**src/include/tap_defines.svh**
```systemverilog
// JTAG TAP controller constants
// Register widths, instruction codes and DMI chain identifiers

`ifndef TAP_DEFINES_SVH
`define TAP_DEFINES_SVH

// ------------------------------------------------
// Register widths
// ------------------------------------------------
`define TAP_IR_WIDTH            5       // Instruction register
`define TAP_IDCODE_WIDTH        32      // IDCODE data register
`define TAP_BYPASS_WIDTH        1       // BYPASS data register
`define TAP_DMI_CH_ID_WIDTH     2       // DMI chain identifier

// ------------------------------------------------
// Instruction codes
// ------------------------------------------------
`define TAP_INSTR_IDCODE        5'h01   // Also the IR value after reset
`define TAP_INSTR_DTMCS         5'h10   // Debug transport control/status
`define TAP_INSTR_DMI_ACCESS    5'h11   // Debug module interface access
`define TAP_INSTR_BYPASS        5'h1F   // All ones, per 1149.1

// ------------------------------------------------
// DMI scan-chain identifiers
// ------------------------------------------------
`define TAP_DMI_CH_DTMCS        2'd1
`define TAP_DMI_CH_DMI          2'd2

`endif

```
**src/hdl/tap_pkg.sv**
```systemverilog
// Shared types for the JTAG TAP controller
// TAP state encoding and vector typedefs

`default_nettype none

`include "tap_defines.svh"

package tap_pkg;

    // ------------------------------------------------
    // TAP state machine, IEEE 1149.1 sixteen states
    // ------------------------------------------------
    typedef enum logic [3:0] {
        RESET      = 4'h0,  // Test-Logic-Reset
        IDLE       = 4'h1,  // Run-Test/Idle
        DR_SELECT  = 4'h2,
        DR_CAPTURE = 4'h3,
        DR_SHIFT   = 4'h4,
        DR_EXIT1   = 4'h5,
        DR_PAUSE   = 4'h6,
        DR_EXIT2   = 4'h7,
        DR_UPDATE  = 4'h8,
        IR_SELECT  = 4'h9,
        IR_CAPTURE = 4'hA,
        IR_SHIFT   = 4'hB,
        IR_EXIT1   = 4'hC,
        IR_PAUSE   = 4'hD,
        IR_EXIT2   = 4'hE,
        IR_UPDATE  = 4'hF
    } tap_state_e;

    // ------------------------------------------------
    // Vectors with a meaning
    // ------------------------------------------------
    typedef logic [`TAP_IR_WIDTH-1:0]        tap_ir_t;      // Instruction code
    typedef logic [`TAP_IDCODE_WIDTH-1:0]    tap_idcode_t;  // Device IDCODE
    typedef logic [`TAP_DMI_CH_ID_WIDTH-1:0] dmi_ch_id_t;   // DMI chain number

endpackage

`default_nettype wire

```
**src/hdl/tap_fsm.sv**
```systemverilog
// TAP state machine driven by TMS
// Logic reset from Test-Logic-Reset, state decodes, registered DR/IR strobes

`timescale 1ns/1ps
`default_nettype none

module tap_fsm (
    input  logic tck,
    input  logic trst_n,
    input  logic tms,
    output logic tap_rst_n,       // Logic reset, low in Test-Logic-Reset
    output logic in_ir_capture,   // State decodes for the IR
    output logic in_ir_shift,
    output logic in_ir_update,
    output logic ir_shift,        // Registered strobes
    output logic dr_capture,
    output logic dr_shift,
    output logic dr_update
);

    tap_pkg::tap_state_e state;
    tap_pkg::tap_state_e state_nxt;

    // ------------------------------------------------
    // State register and TMS transitions
    // ------------------------------------------------
    always_ff @(posedge tck or negedge trst_n) begin
        if (!trst_n) begin
            state <= tap_pkg::RESET;
        end else begin
            state <= state_nxt;
        end
    end

    always_comb begin
        case (state)
            tap_pkg::RESET:      state_nxt = tms ? tap_pkg::RESET     : tap_pkg::IDLE;
            tap_pkg::IDLE:       state_nxt = tms ? tap_pkg::DR_SELECT : tap_pkg::IDLE;
            tap_pkg::DR_SELECT:  state_nxt = tms ? tap_pkg::IR_SELECT : tap_pkg::DR_CAPTURE;
            tap_pkg::DR_CAPTURE: state_nxt = tms ? tap_pkg::DR_EXIT1  : tap_pkg::DR_SHIFT;
            tap_pkg::DR_SHIFT:   state_nxt = tms ? tap_pkg::DR_EXIT1  : tap_pkg::DR_SHIFT;
            tap_pkg::DR_EXIT1:   state_nxt = tms ? tap_pkg::DR_UPDATE : tap_pkg::DR_PAUSE;
            tap_pkg::DR_PAUSE:   state_nxt = tms ? tap_pkg::DR_EXIT2  : tap_pkg::DR_PAUSE;
            tap_pkg::DR_EXIT2:   state_nxt = tms ? tap_pkg::DR_UPDATE : tap_pkg::DR_SHIFT;
            tap_pkg::DR_UPDATE:  state_nxt = tms ? tap_pkg::DR_SELECT : tap_pkg::IDLE;
            tap_pkg::IR_SELECT:  state_nxt = tms ? tap_pkg::RESET     : tap_pkg::IR_CAPTURE;
            tap_pkg::IR_CAPTURE: state_nxt = tms ? tap_pkg::IR_EXIT1  : tap_pkg::IR_SHIFT;
            tap_pkg::IR_SHIFT:   state_nxt = tms ? tap_pkg::IR_EXIT1  : tap_pkg::IR_SHIFT;
            tap_pkg::IR_EXIT1:   state_nxt = tms ? tap_pkg::IR_UPDATE : tap_pkg::IR_PAUSE;
            tap_pkg::IR_PAUSE:   state_nxt = tms ? tap_pkg::IR_EXIT2  : tap_pkg::IR_PAUSE;
            tap_pkg::IR_EXIT2:   state_nxt = tms ? tap_pkg::IR_UPDATE : tap_pkg::IR_SHIFT;
            tap_pkg::IR_UPDATE:  state_nxt = tms ? tap_pkg::DR_SELECT : tap_pkg::IDLE;
            default:             state_nxt = tap_pkg::RESET;
        endcase
    end

    // ------------------------------------------------
    // Logic reset, half a cycle behind the state
    // ------------------------------------------------
    always_ff @(negedge tck or negedge trst_n) begin
        if (!trst_n) begin
            tap_rst_n <= 1'b0;
        end else begin
            tap_rst_n <= (state != tap_pkg::RESET);
        end
    end

    // Current-state decodes used by the IR
    assign in_ir_capture = (state == tap_pkg::IR_CAPTURE);
    assign in_ir_shift   = (state == tap_pkg::IR_SHIFT);
    assign in_ir_update  = (state == tap_pkg::IR_UPDATE);

    // ------------------------------------------------
    // Strobes, set on the edge that enters the state
    // ------------------------------------------------
    always_ff @(posedge tck or negedge trst_n) begin
        if (!trst_n) begin
            ir_shift   <= 1'b0;
            dr_capture <= 1'b0;
            dr_shift   <= 1'b0;
            dr_update  <= 1'b0;
        end else begin
            // Next state is Shift-IR
            ir_shift   <= (state_nxt == tap_pkg::IR_SHIFT) & tap_rst_n;
            dr_capture <= (state_nxt == tap_pkg::DR_CAPTURE) & tap_rst_n;
            dr_shift   <= (state_nxt == tap_pkg::DR_SHIFT) & tap_rst_n;
            dr_update  <= (state_nxt == tap_pkg::DR_UPDATE) & tap_rst_n;  // One cycle pulse
        end
    end

endmodule

`default_nettype wire

```
**src/hdl/tap_ir.sv**
```systemverilog
// TAP instruction register
// Shift part on the rising edge, update part on the falling edge

`timescale 1ns/1ps
`default_nettype none

`include "tap_defines.svh"

module tap_ir (
    input  logic             tck,
    input  logic             trst_n,
    input  logic             tap_rst_n,      // Logic reset from the FSM
    input  logic             tdi,
    input  logic             in_ir_capture,  // Current state is Capture-IR
    input  logic             in_ir_shift,    // Current state is Shift-IR
    input  logic             in_ir_update,   // Current state is Update-IR
    output tap_pkg::tap_ir_t ir,             // Active instruction
    output logic             ir_tdo          // Serial out of the shift part
);

    tap_pkg::tap_ir_t ir_shift_reg;

    // ------------------------------------------------
    // Shift part
    // ------------------------------------------------
    always_ff @(posedge tck or negedge trst_n) begin
        if (!trst_n) begin
            ir_shift_reg <= '0;
        end else if (!tap_rst_n) begin
            ir_shift_reg <= '0;
        end else if (in_ir_capture) begin
            // Fixed capture pattern, LSB must read 1
            ir_shift_reg <= tap_pkg::tap_ir_t'(1);
        end else if (in_ir_shift) begin
            ir_shift_reg <= {tdi, ir_shift_reg[`TAP_IR_WIDTH-1:1]};  // LSB out first
        end
    end

    assign ir_tdo = ir_shift_reg[0];

    // ------------------------------------------------
    // Update part
    // ------------------------------------------------
    // Loads mid-cycle in Update-IR so decode is stable
    // before the next rising edge
    always_ff @(negedge tck or negedge trst_n) begin
        if (!trst_n) begin
            ir <= `TAP_INSTR_IDCODE;
        end else if (!tap_rst_n) begin
            ir <= `TAP_INSTR_IDCODE;      // Back to IDCODE in Test-Logic-Reset
        end else if (in_ir_update) begin
            ir <= ir_shift_reg;
        end
    end

endmodule

`default_nettype wire

```
**src/hdl/tap_data_regs.sv**
```systemverilog
// TAP data registers
// Instruction decode, IDCODE and BYPASS shift registers, DR serial output select

`timescale 1ns/1ps
`default_nettype none

`include "tap_defines.svh"

module tap_data_regs (
    input  logic                  tck,
    input  logic                  trst_n,
    input  logic                  tap_rst_n,
    input  logic                  tdi,
    input  logic                  dr_capture,   // High in Capture-DR
    input  logic                  dr_shift,     // High in Shift-DR
    input  logic                  dmi_ch_tdo,   // Serial return from DMI side
    input  tap_pkg::tap_ir_t      ir,
    input  tap_pkg::tap_idcode_t  fuse_idcode,
    output logic                  dr_tdo,
    output logic                  dmi_ch_sel,
    output tap_pkg::dmi_ch_id_t   dmi_ch_id
);

    logic                          idcode_sel;
    logic                          bypass_sel;
    tap_pkg::tap_idcode_t          idcode_reg;
    logic [`TAP_BYPASS_WIDTH-1:0]  bypass_reg;
    logic [`TAP_BYPASS_WIDTH:0]    bypass_nxt;   // tdi prepended for the shift

    // ------------------------------------------------
    // Instruction decode and DR output select
    // ------------------------------------------------
    always_comb begin
        idcode_sel = 1'b0;
        bypass_sel = 1'b0;
        dmi_ch_sel = 1'b0;
        dmi_ch_id  = '0;
        dr_tdo     = 1'b0;
        case (ir)
            `TAP_INSTR_IDCODE: begin
                idcode_sel = 1'b1;
                dr_tdo     = idcode_reg[0];
            end
            `TAP_INSTR_DTMCS: begin
                dmi_ch_sel = 1'b1;
                dmi_ch_id  = `TAP_DMI_CH_DTMCS;
                dr_tdo     = dmi_ch_tdo;         // Chain lives outside
            end
            `TAP_INSTR_DMI_ACCESS: begin
                dmi_ch_sel = 1'b1;
                dmi_ch_id  = `TAP_DMI_CH_DMI;
                dr_tdo     = dmi_ch_tdo;
            end
            default: begin
                // BYPASS and every undecoded code
                bypass_sel = 1'b1;
                dr_tdo     = bypass_reg[0];
            end
        endcase
    end

    // ------------------------------------------------
    // IDCODE register
    // ------------------------------------------------
    always_ff @(posedge tck or negedge trst_n) begin
        if (!trst_n) begin
            idcode_reg <= '0;
        end else if (!tap_rst_n) begin
            idcode_reg <= '0;
        end else if (idcode_sel && dr_capture) begin
            idcode_reg <= fuse_idcode;           // Sampled from fuses
        end else if (idcode_sel && dr_shift) begin
            idcode_reg <= {tdi, idcode_reg[`TAP_IDCODE_WIDTH-1:1]};
        end
    end

    // ------------------------------------------------
    // BYPASS register
    // ------------------------------------------------
    assign bypass_nxt = {tdi, bypass_reg};

    always_ff @(posedge tck or negedge trst_n) begin
        if (!trst_n) begin
            bypass_reg <= '0;
        end else if (!tap_rst_n) begin
            bypass_reg <= '0;
        end else if (bypass_sel && dr_capture) begin
            bypass_reg <= '0;                    // Captures zero
        end else if (bypass_sel && dr_shift) begin
            bypass_reg <= bypass_nxt[`TAP_BYPASS_WIDTH:1];
        end
    end

endmodule

`default_nettype wire

```
**src/hdl/tap_tdo_out.sv**
```systemverilog
// TDO source select and falling-edge output registers

`timescale 1ns/1ps
`default_nettype none

module tap_tdo_out (
    input  logic tck,
    input  logic trst_n,
    input  logic tap_rst_n,
    input  logic dr_shift,
    input  logic ir_shift,
    input  logic dr_tdo,     // Selected data register LSB
    input  logic ir_tdo,     // IR shift part LSB
    output logic tdo,
    output logic tdo_en      // Pad output enable
);

    logic tdo_mux;
    logic tdo_en_mux;

    // DR shift wins, the two never overlap anyway
    always_comb begin
        tdo_mux    = 1'b0;
        tdo_en_mux = dr_shift | ir_shift;
        if (dr_shift) begin
            tdo_mux = dr_tdo;
        end else if (ir_shift) begin
            tdo_mux = ir_tdo;
        end
    end

    // ------------------------------------------------
    // Output registers on the falling edge
    // ------------------------------------------------
    always_ff @(negedge tck or negedge trst_n) begin
        if (!trst_n) begin
            tdo    <= 1'b0;
            tdo_en <= 1'b0;
        end else if (!tap_rst_n) begin
            tdo    <= 1'b0;
            tdo_en <= 1'b0;
        end else begin
            tdo    <= tdo_mux;     // Stable for the next rising edge
            tdo_en <= tdo_en_mux;
        end
    end

endmodule

`default_nettype wire

```
**src/hdl/tap_ctrl_top.sv**
```systemverilog
// JTAG TAP controller top level
// State machine, instruction register, data registers and TDO stage

`timescale 1ns/1ps
`default_nettype none

module tap_ctrl_top (
    // JTAG pins
    input  logic                 tck,
    input  logic                 trst_n,
    input  logic                 tms,
    input  logic                 tdi,
    output logic                 tdo,
    output logic                 tdo_en,
    input  tap_pkg::tap_idcode_t fuse_idcode,   // IDCODE value from fuses
    // DMI scan-chain port
    output logic                 dmi_ch_sel,
    output tap_pkg::dmi_ch_id_t  dmi_ch_id,
    output logic                 dmi_ch_capture,
    output logic                 dmi_ch_shift,
    output logic                 dmi_ch_update,
    output logic                 dmi_ch_tdi,
    input  logic                 dmi_ch_tdo
);

    logic             tap_rst_n;
    logic             in_ir_capture;
    logic             in_ir_shift;
    logic             in_ir_update;
    logic             ir_shift;
    logic             dr_capture;
    logic             dr_shift;
    logic             dr_update;
    tap_pkg::tap_ir_t ir;
    logic             ir_tdo;
    logic             dr_tdo;

    tap_fsm u_fsm (
        .tck(tck), .trst_n(trst_n), .tms(tms), .tap_rst_n(tap_rst_n),
        .in_ir_capture(in_ir_capture), .in_ir_shift(in_ir_shift),
        .in_ir_update(in_ir_update), .ir_shift(ir_shift),
        .dr_capture(dr_capture), .dr_shift(dr_shift), .dr_update(dr_update)
    );

    tap_ir u_ir (
        .tck(tck), .trst_n(trst_n), .tap_rst_n(tap_rst_n), .tdi(tdi),
        .in_ir_capture(in_ir_capture), .in_ir_shift(in_ir_shift),
        .in_ir_update(in_ir_update), .ir(ir), .ir_tdo(ir_tdo)
    );

    tap_data_regs u_data_regs (
        .tck(tck), .trst_n(trst_n), .tap_rst_n(tap_rst_n), .tdi(tdi),
        .dr_capture(dr_capture), .dr_shift(dr_shift), .dmi_ch_tdo(dmi_ch_tdo),
        .ir(ir), .fuse_idcode(fuse_idcode), .dr_tdo(dr_tdo),
        .dmi_ch_sel(dmi_ch_sel), .dmi_ch_id(dmi_ch_id)
    );

    tap_tdo_out u_tdo_out (
        .tck(tck), .trst_n(trst_n), .tap_rst_n(tap_rst_n),
        .dr_shift(dr_shift), .ir_shift(ir_shift),
        .dr_tdo(dr_tdo), .ir_tdo(ir_tdo), .tdo(tdo), .tdo_en(tdo_en)
    );

    // DMI chain strobes come straight from the FSM
    assign dmi_ch_capture = dr_capture;
    assign dmi_ch_shift   = dr_shift;
    assign dmi_ch_update  = dr_update;
    assign dmi_ch_tdi     = tdi;

endmodule

`default_nettype wire

```
**config.mk**
```make
export PLATFORM = sky130hd
export DESIGN_NAME = tap_ctrl_top
export DESIGN_NICKNAME = d
export VERILOG_FILES = /design/src/hdl/tap_pkg.sv /design/src/hdl/tap_fsm.sv /design/src/hdl/tap_ir.sv /design/src/hdl/tap_data_regs.sv /design/src/hdl/tap_tdo_out.sv /design/src/hdl/tap_ctrl_top.sv
export VERILOG_INCLUDE_DIRS = /design/src /design/src/include
export SDC_FILE = /design/constraint.sdc
export NUM_CORES = 1
export LEC_CHECK = 0
export BUFFER_PORTS_ARGS = -buffer_cell sky130_fd_sc_hd__buf_2
export CORE_UTILIZATION = 50
export CTS_CLUSTER_DIAMETER = 200
export DETAILED_ROUTE_END_ITERATION = 10
export PLACE_DENSITY = 0.8
export SLEW_MARGIN = 20
export SYNTH_ARGS = -nofsm -noshare
export SYNTH_HDL_FRONTEND = slang
export SYNTH_HIERARCHICAL = 1
export SYNTH_SLANG_ARGS = --single-unit
export TNS_END_PERCENT = 5
```
**constraint.sdc**
```tcl
create_clock -name tck -period 1.5 [get_ports tck]
set_input_delay 0 -clock tck [delete_from_list [all_inputs] [get_ports tck]]
set_output_delay 0 -clock tck [all_outputs]
set_load 0.02 [all_outputs]
```
# After elaboration in Yosys (flattened, before gate mapping)
# Cells that the tools add are included.
# totals
word_cells,87
register_bits,54
inputBits,37
# op_classes
eq_ne,26
n_bitwise,5
n_reduce_logical,11
muxes,33
# op_table
op,count
two-way mux 32 bit,3
case mux 4 bit (12 select lines),1
== test 4 bit (second input constant),10
two-way mux 5 bit,5
== test 4 x 3 -> 1 bit (second input constant),5
two-way mux 4 bit,4
two-way mux 1 bit,13
== test 4 x 2 -> 1 bit (second input constant),3
== test 5 bit (second input constant),2
two-way mux 2 bit,3
two-way mux 3 bit,2
inequality test 3 x 1 -> 1 bit (second input constant),2
OR reduction 2 bit,3
OR reduction 3 bit,2
== test 5 x 1 -> 1 bit (second input constant),1
AND 1 bit,4
== test 4 x 1 -> 1 bit (second input constant),1
logical AND 1 bit,4
logical NOT 4 bit,1
case mux 2 bit (2 select lines),1
nonzero test 4 bit,1
inequality test 3 bit (second input constant),1
inequality test 2 bit (second input constant),1
case mux 1 bit (2 select lines),1
OR 1 bit,1

# Longest topological paths before layout
# depth
word_depth,7
ltp_mapped,7

# Cells and area by module
# Netlist, hierarchy kept.
# by_module_without_submodules
module,cells_per_inst,seq_area_each_um2,area_per_inst_um2,instances
tap_data_regs,244,825.8,2180.8,1
tap_fsm,56,225.2,514.2,1
tap_ir,34,251.5,434.2,1
tap_tdo_out,6,50.0,75.1,1
tap_ctrl_top,1,0.0,7.5,1

==> impl_metrics.ini <==
[grt]
grt_usage_pct = 22.4
grtUsageMet3_pct = 4.73
antenna_found_initial = 0
grt_pass1_vias = 2463
met2_usage_pct = 38.0
grt-ovfl-total = 0
grt_pass1_wl_um = 11600
busiest_layer = met2
use_met1_pct = 29.3
grt_max_degree = 46

[cells_and_area]
post-route-util_pct = 64.5
nets = 431
diodes = 0
drive_above_1_share_pct = 31.6
largest_reg_flops = 32
final_cell_mix = dfrtp_1, buf_2, nand2_1, buf_4, a211o_1
stdcell_count = 470
fin_area_mm2 = 0.00391
final_common_cell = dfrtp_1
area.growth.synth_to_final_pct = 21.7

[place]
dpl.hpwl_um = 4770
place_inst = 460
gp_congestion = 0.804
portBuffers = 45
placed_cell_area_mm2 = 0.00363

[logic_synthesis]
synth-seq-cells = 54
syn_area_mm2 = 0.00321
syn_nets = 378
syn_inst = 341
avgSynthCellArea_um2 = 9.42
ys_seq_area_share_pct = 42.1
synth_top_area_share_pct = 35.8
yosys_warnings = 6
synth_ff_type = dfrtp_1
yosys.area.top_type = dfrtp_1
async_flop_share_pct = 100
synth-edff-count = 0
synth_area_leaders = dfrtp_1, a211o_1, nand3b_1, o31ai_1, dfrtn_1
synth_cell_type_count = 42

[worst_setup_path]
cpMaxStageDelayCell = or3_4
startpoint_type = flop
rrSetupSlack_ps = -720
cp-startpoint = u_ir/ir[2]
cp_cell_sequence = or3_4 > buf_12 > a211o_1 > a21oi_1
path_max_fanout = 19
reg2regPathDepth = 4
slowest_delay_ps = 440
worst_r2r_endpoint = u_data_regs/idcode_reg[17]
crit_path_end_kind = flop
endpoint = u_data_regs/idcode_reg[17]
crit_required_ps = 1740
worstPathArrival_ps = 2460
r2r_start = u_ir/ir[2]
worstSetupPathType = reg2reg

[clocking]
clk_pin_slew_ps = 100
cts-root-buf = clkbuf_8
insertion_delay_ps = 360
cts_setup_buffers = 0
cts_tree = built
cts_buffers = 5
cts_sinks = 54
ctsHtreeMaxLevel = 2
cts_buffer_depth = 2

[routing]
first_iter_violations = 150
routedWlPerCell_um = 16.2
vias = 2780
ant_nets = 0
drcViolationCount = 0
viasPerCell = 5.91
wirelength_um = 7600
drt_first_pass_iters = 4

[hold_path]
hold_path.class = in2reg

[floorplanning]
io_pins = 46
die_h_um = 82.1
start_util_pct = 53.0
core_mm2 = 0.00606
rows = 28
dieArea_mm2 = 0.00675
die_w_um = 82.1

[sta]
setup_viol = 55
worst_pin_slew_ps = 445
holdWs_ps = 22.6
drv_slew = 0
rsz0062_at_grt = true
layout_setup_ws_ps = -718
maxSlewHeadroom_pct = 70.4
hold_violations = 0
fin_skew_ps = 58.6

[power_and_ir_drop]
comb_power_share_pct = 52.8
clockPowerShare_pct = 12.1
pwr-share-seq_pct = 35.1
switchingPower_w = 0.00293
sw_frac_of_total_pct = 42.6
leakage_nw = 1.62
ir_worst_vdd_uv = 1050
power.internal_w = 0.00395
power.density_mw_per_mm2 = 1760
p_total_w = 0.00688

[flow_run]
maxCapViolCount = 0

[outcome]
violations = negative setup slack
status = finished, violations left
[cells in the mapped netlist, drive strengths merged, types with 4 or more instances]
master	n
dfrtp	46
nand2	39
a211o	34
a21oi	34
nand3b	33
o31ai	32
buf	25
nor2	16
clkbuf	15
mux2i	11
dfrtn	7
inv	7
nor2b	4
[critical path, delay by kind of cell, from the launching register on]
kind,cells,cell delay (ps)
simple gates,1,440
compound gates,2,420
flops,1,360
buf+inv,1,180
[kinds of logic (layout without fill, tap and decap cells)]
group                  after synthesis  after routing  share of synthesized area (%)
multiplexers                        12             12                           3.90
AO/OA/AOI/OAI                      115            115                           25.5
buffers and inverters               47            101                           9.15
XOR/XNOR                             1              1                          0.273
AND/OR/NAND/NOR                    112            112                           19.0
flip-flops                          54             54                           42.1
[cell type report]
type | count | area, um^2
inverters | 6 | 22.5
multi-input cells | 240 | 1700
repair buffers | 86 | 647
clock inverters | 3 | 16.3
flip-flops and latches | 54 | 1350
well taps | 75 | 93.8
fillers | 509 | 2150
clock buffers | 6 | 72.6
[metal layers]
metal,wire (um),vias up
met1,3440,1365
li1,-,1355
met2,3830,53
met3,265,7
met4,69,0
met5,0,-
[per-stage QoR]
stage	setup WS (ps)	TNS, ps
floorplan	-736	-28960
global placement	-812	-30730
detailed placement	-870	-32150
CTS	-729	-27380
global route	-769	-30900
finish	-718	-27950
[how the worst min path moves through the flow]
stage,from,to,depth (start not counted)
2_1_floorplan,trst_n,u_data_regs/bypass_reg,0
3_3_place_gp,trst_n,u_data_regs/bypass_reg,1
3_5_place_dp,trst_n,u_data_regs/bypass_reg,1
4_1_cts,fuse_idcode[18],u_data_regs/idcode_reg[18],4
5_1_grt,tdi,u_ir/ir_shift_reg[4],3
6_report,fuse_idcode[24],u_data_regs/idcode_reg[24],4
[power by group through the flow]
stage | clock network [W] | logic [W] | registers [W]
finish | 0.000834 | 0.00363 | 0.00242
global route | 0.000913 | 0.00395 | 0.00247
CTS | 0.000846 | 0.00338 | 0.00238
detailed placement | 0.00000834 | 0.00323 | 0.00239
global placement | 0.00000834 | 0.00312 | 0.00237
floorplan | 0.00000834 | 0.00226 | 0.00238
[what timing repair did]
action	4_1_cts	5_1_grt
resized for setup	18	22
hold endpoints to repair	21	0
gates cloned	0	1
pin swaps	45	10
hold buffers	1	0
setup endpoints to repair	55	55
No activity file was read; power rests on OpenSTA's default activity.
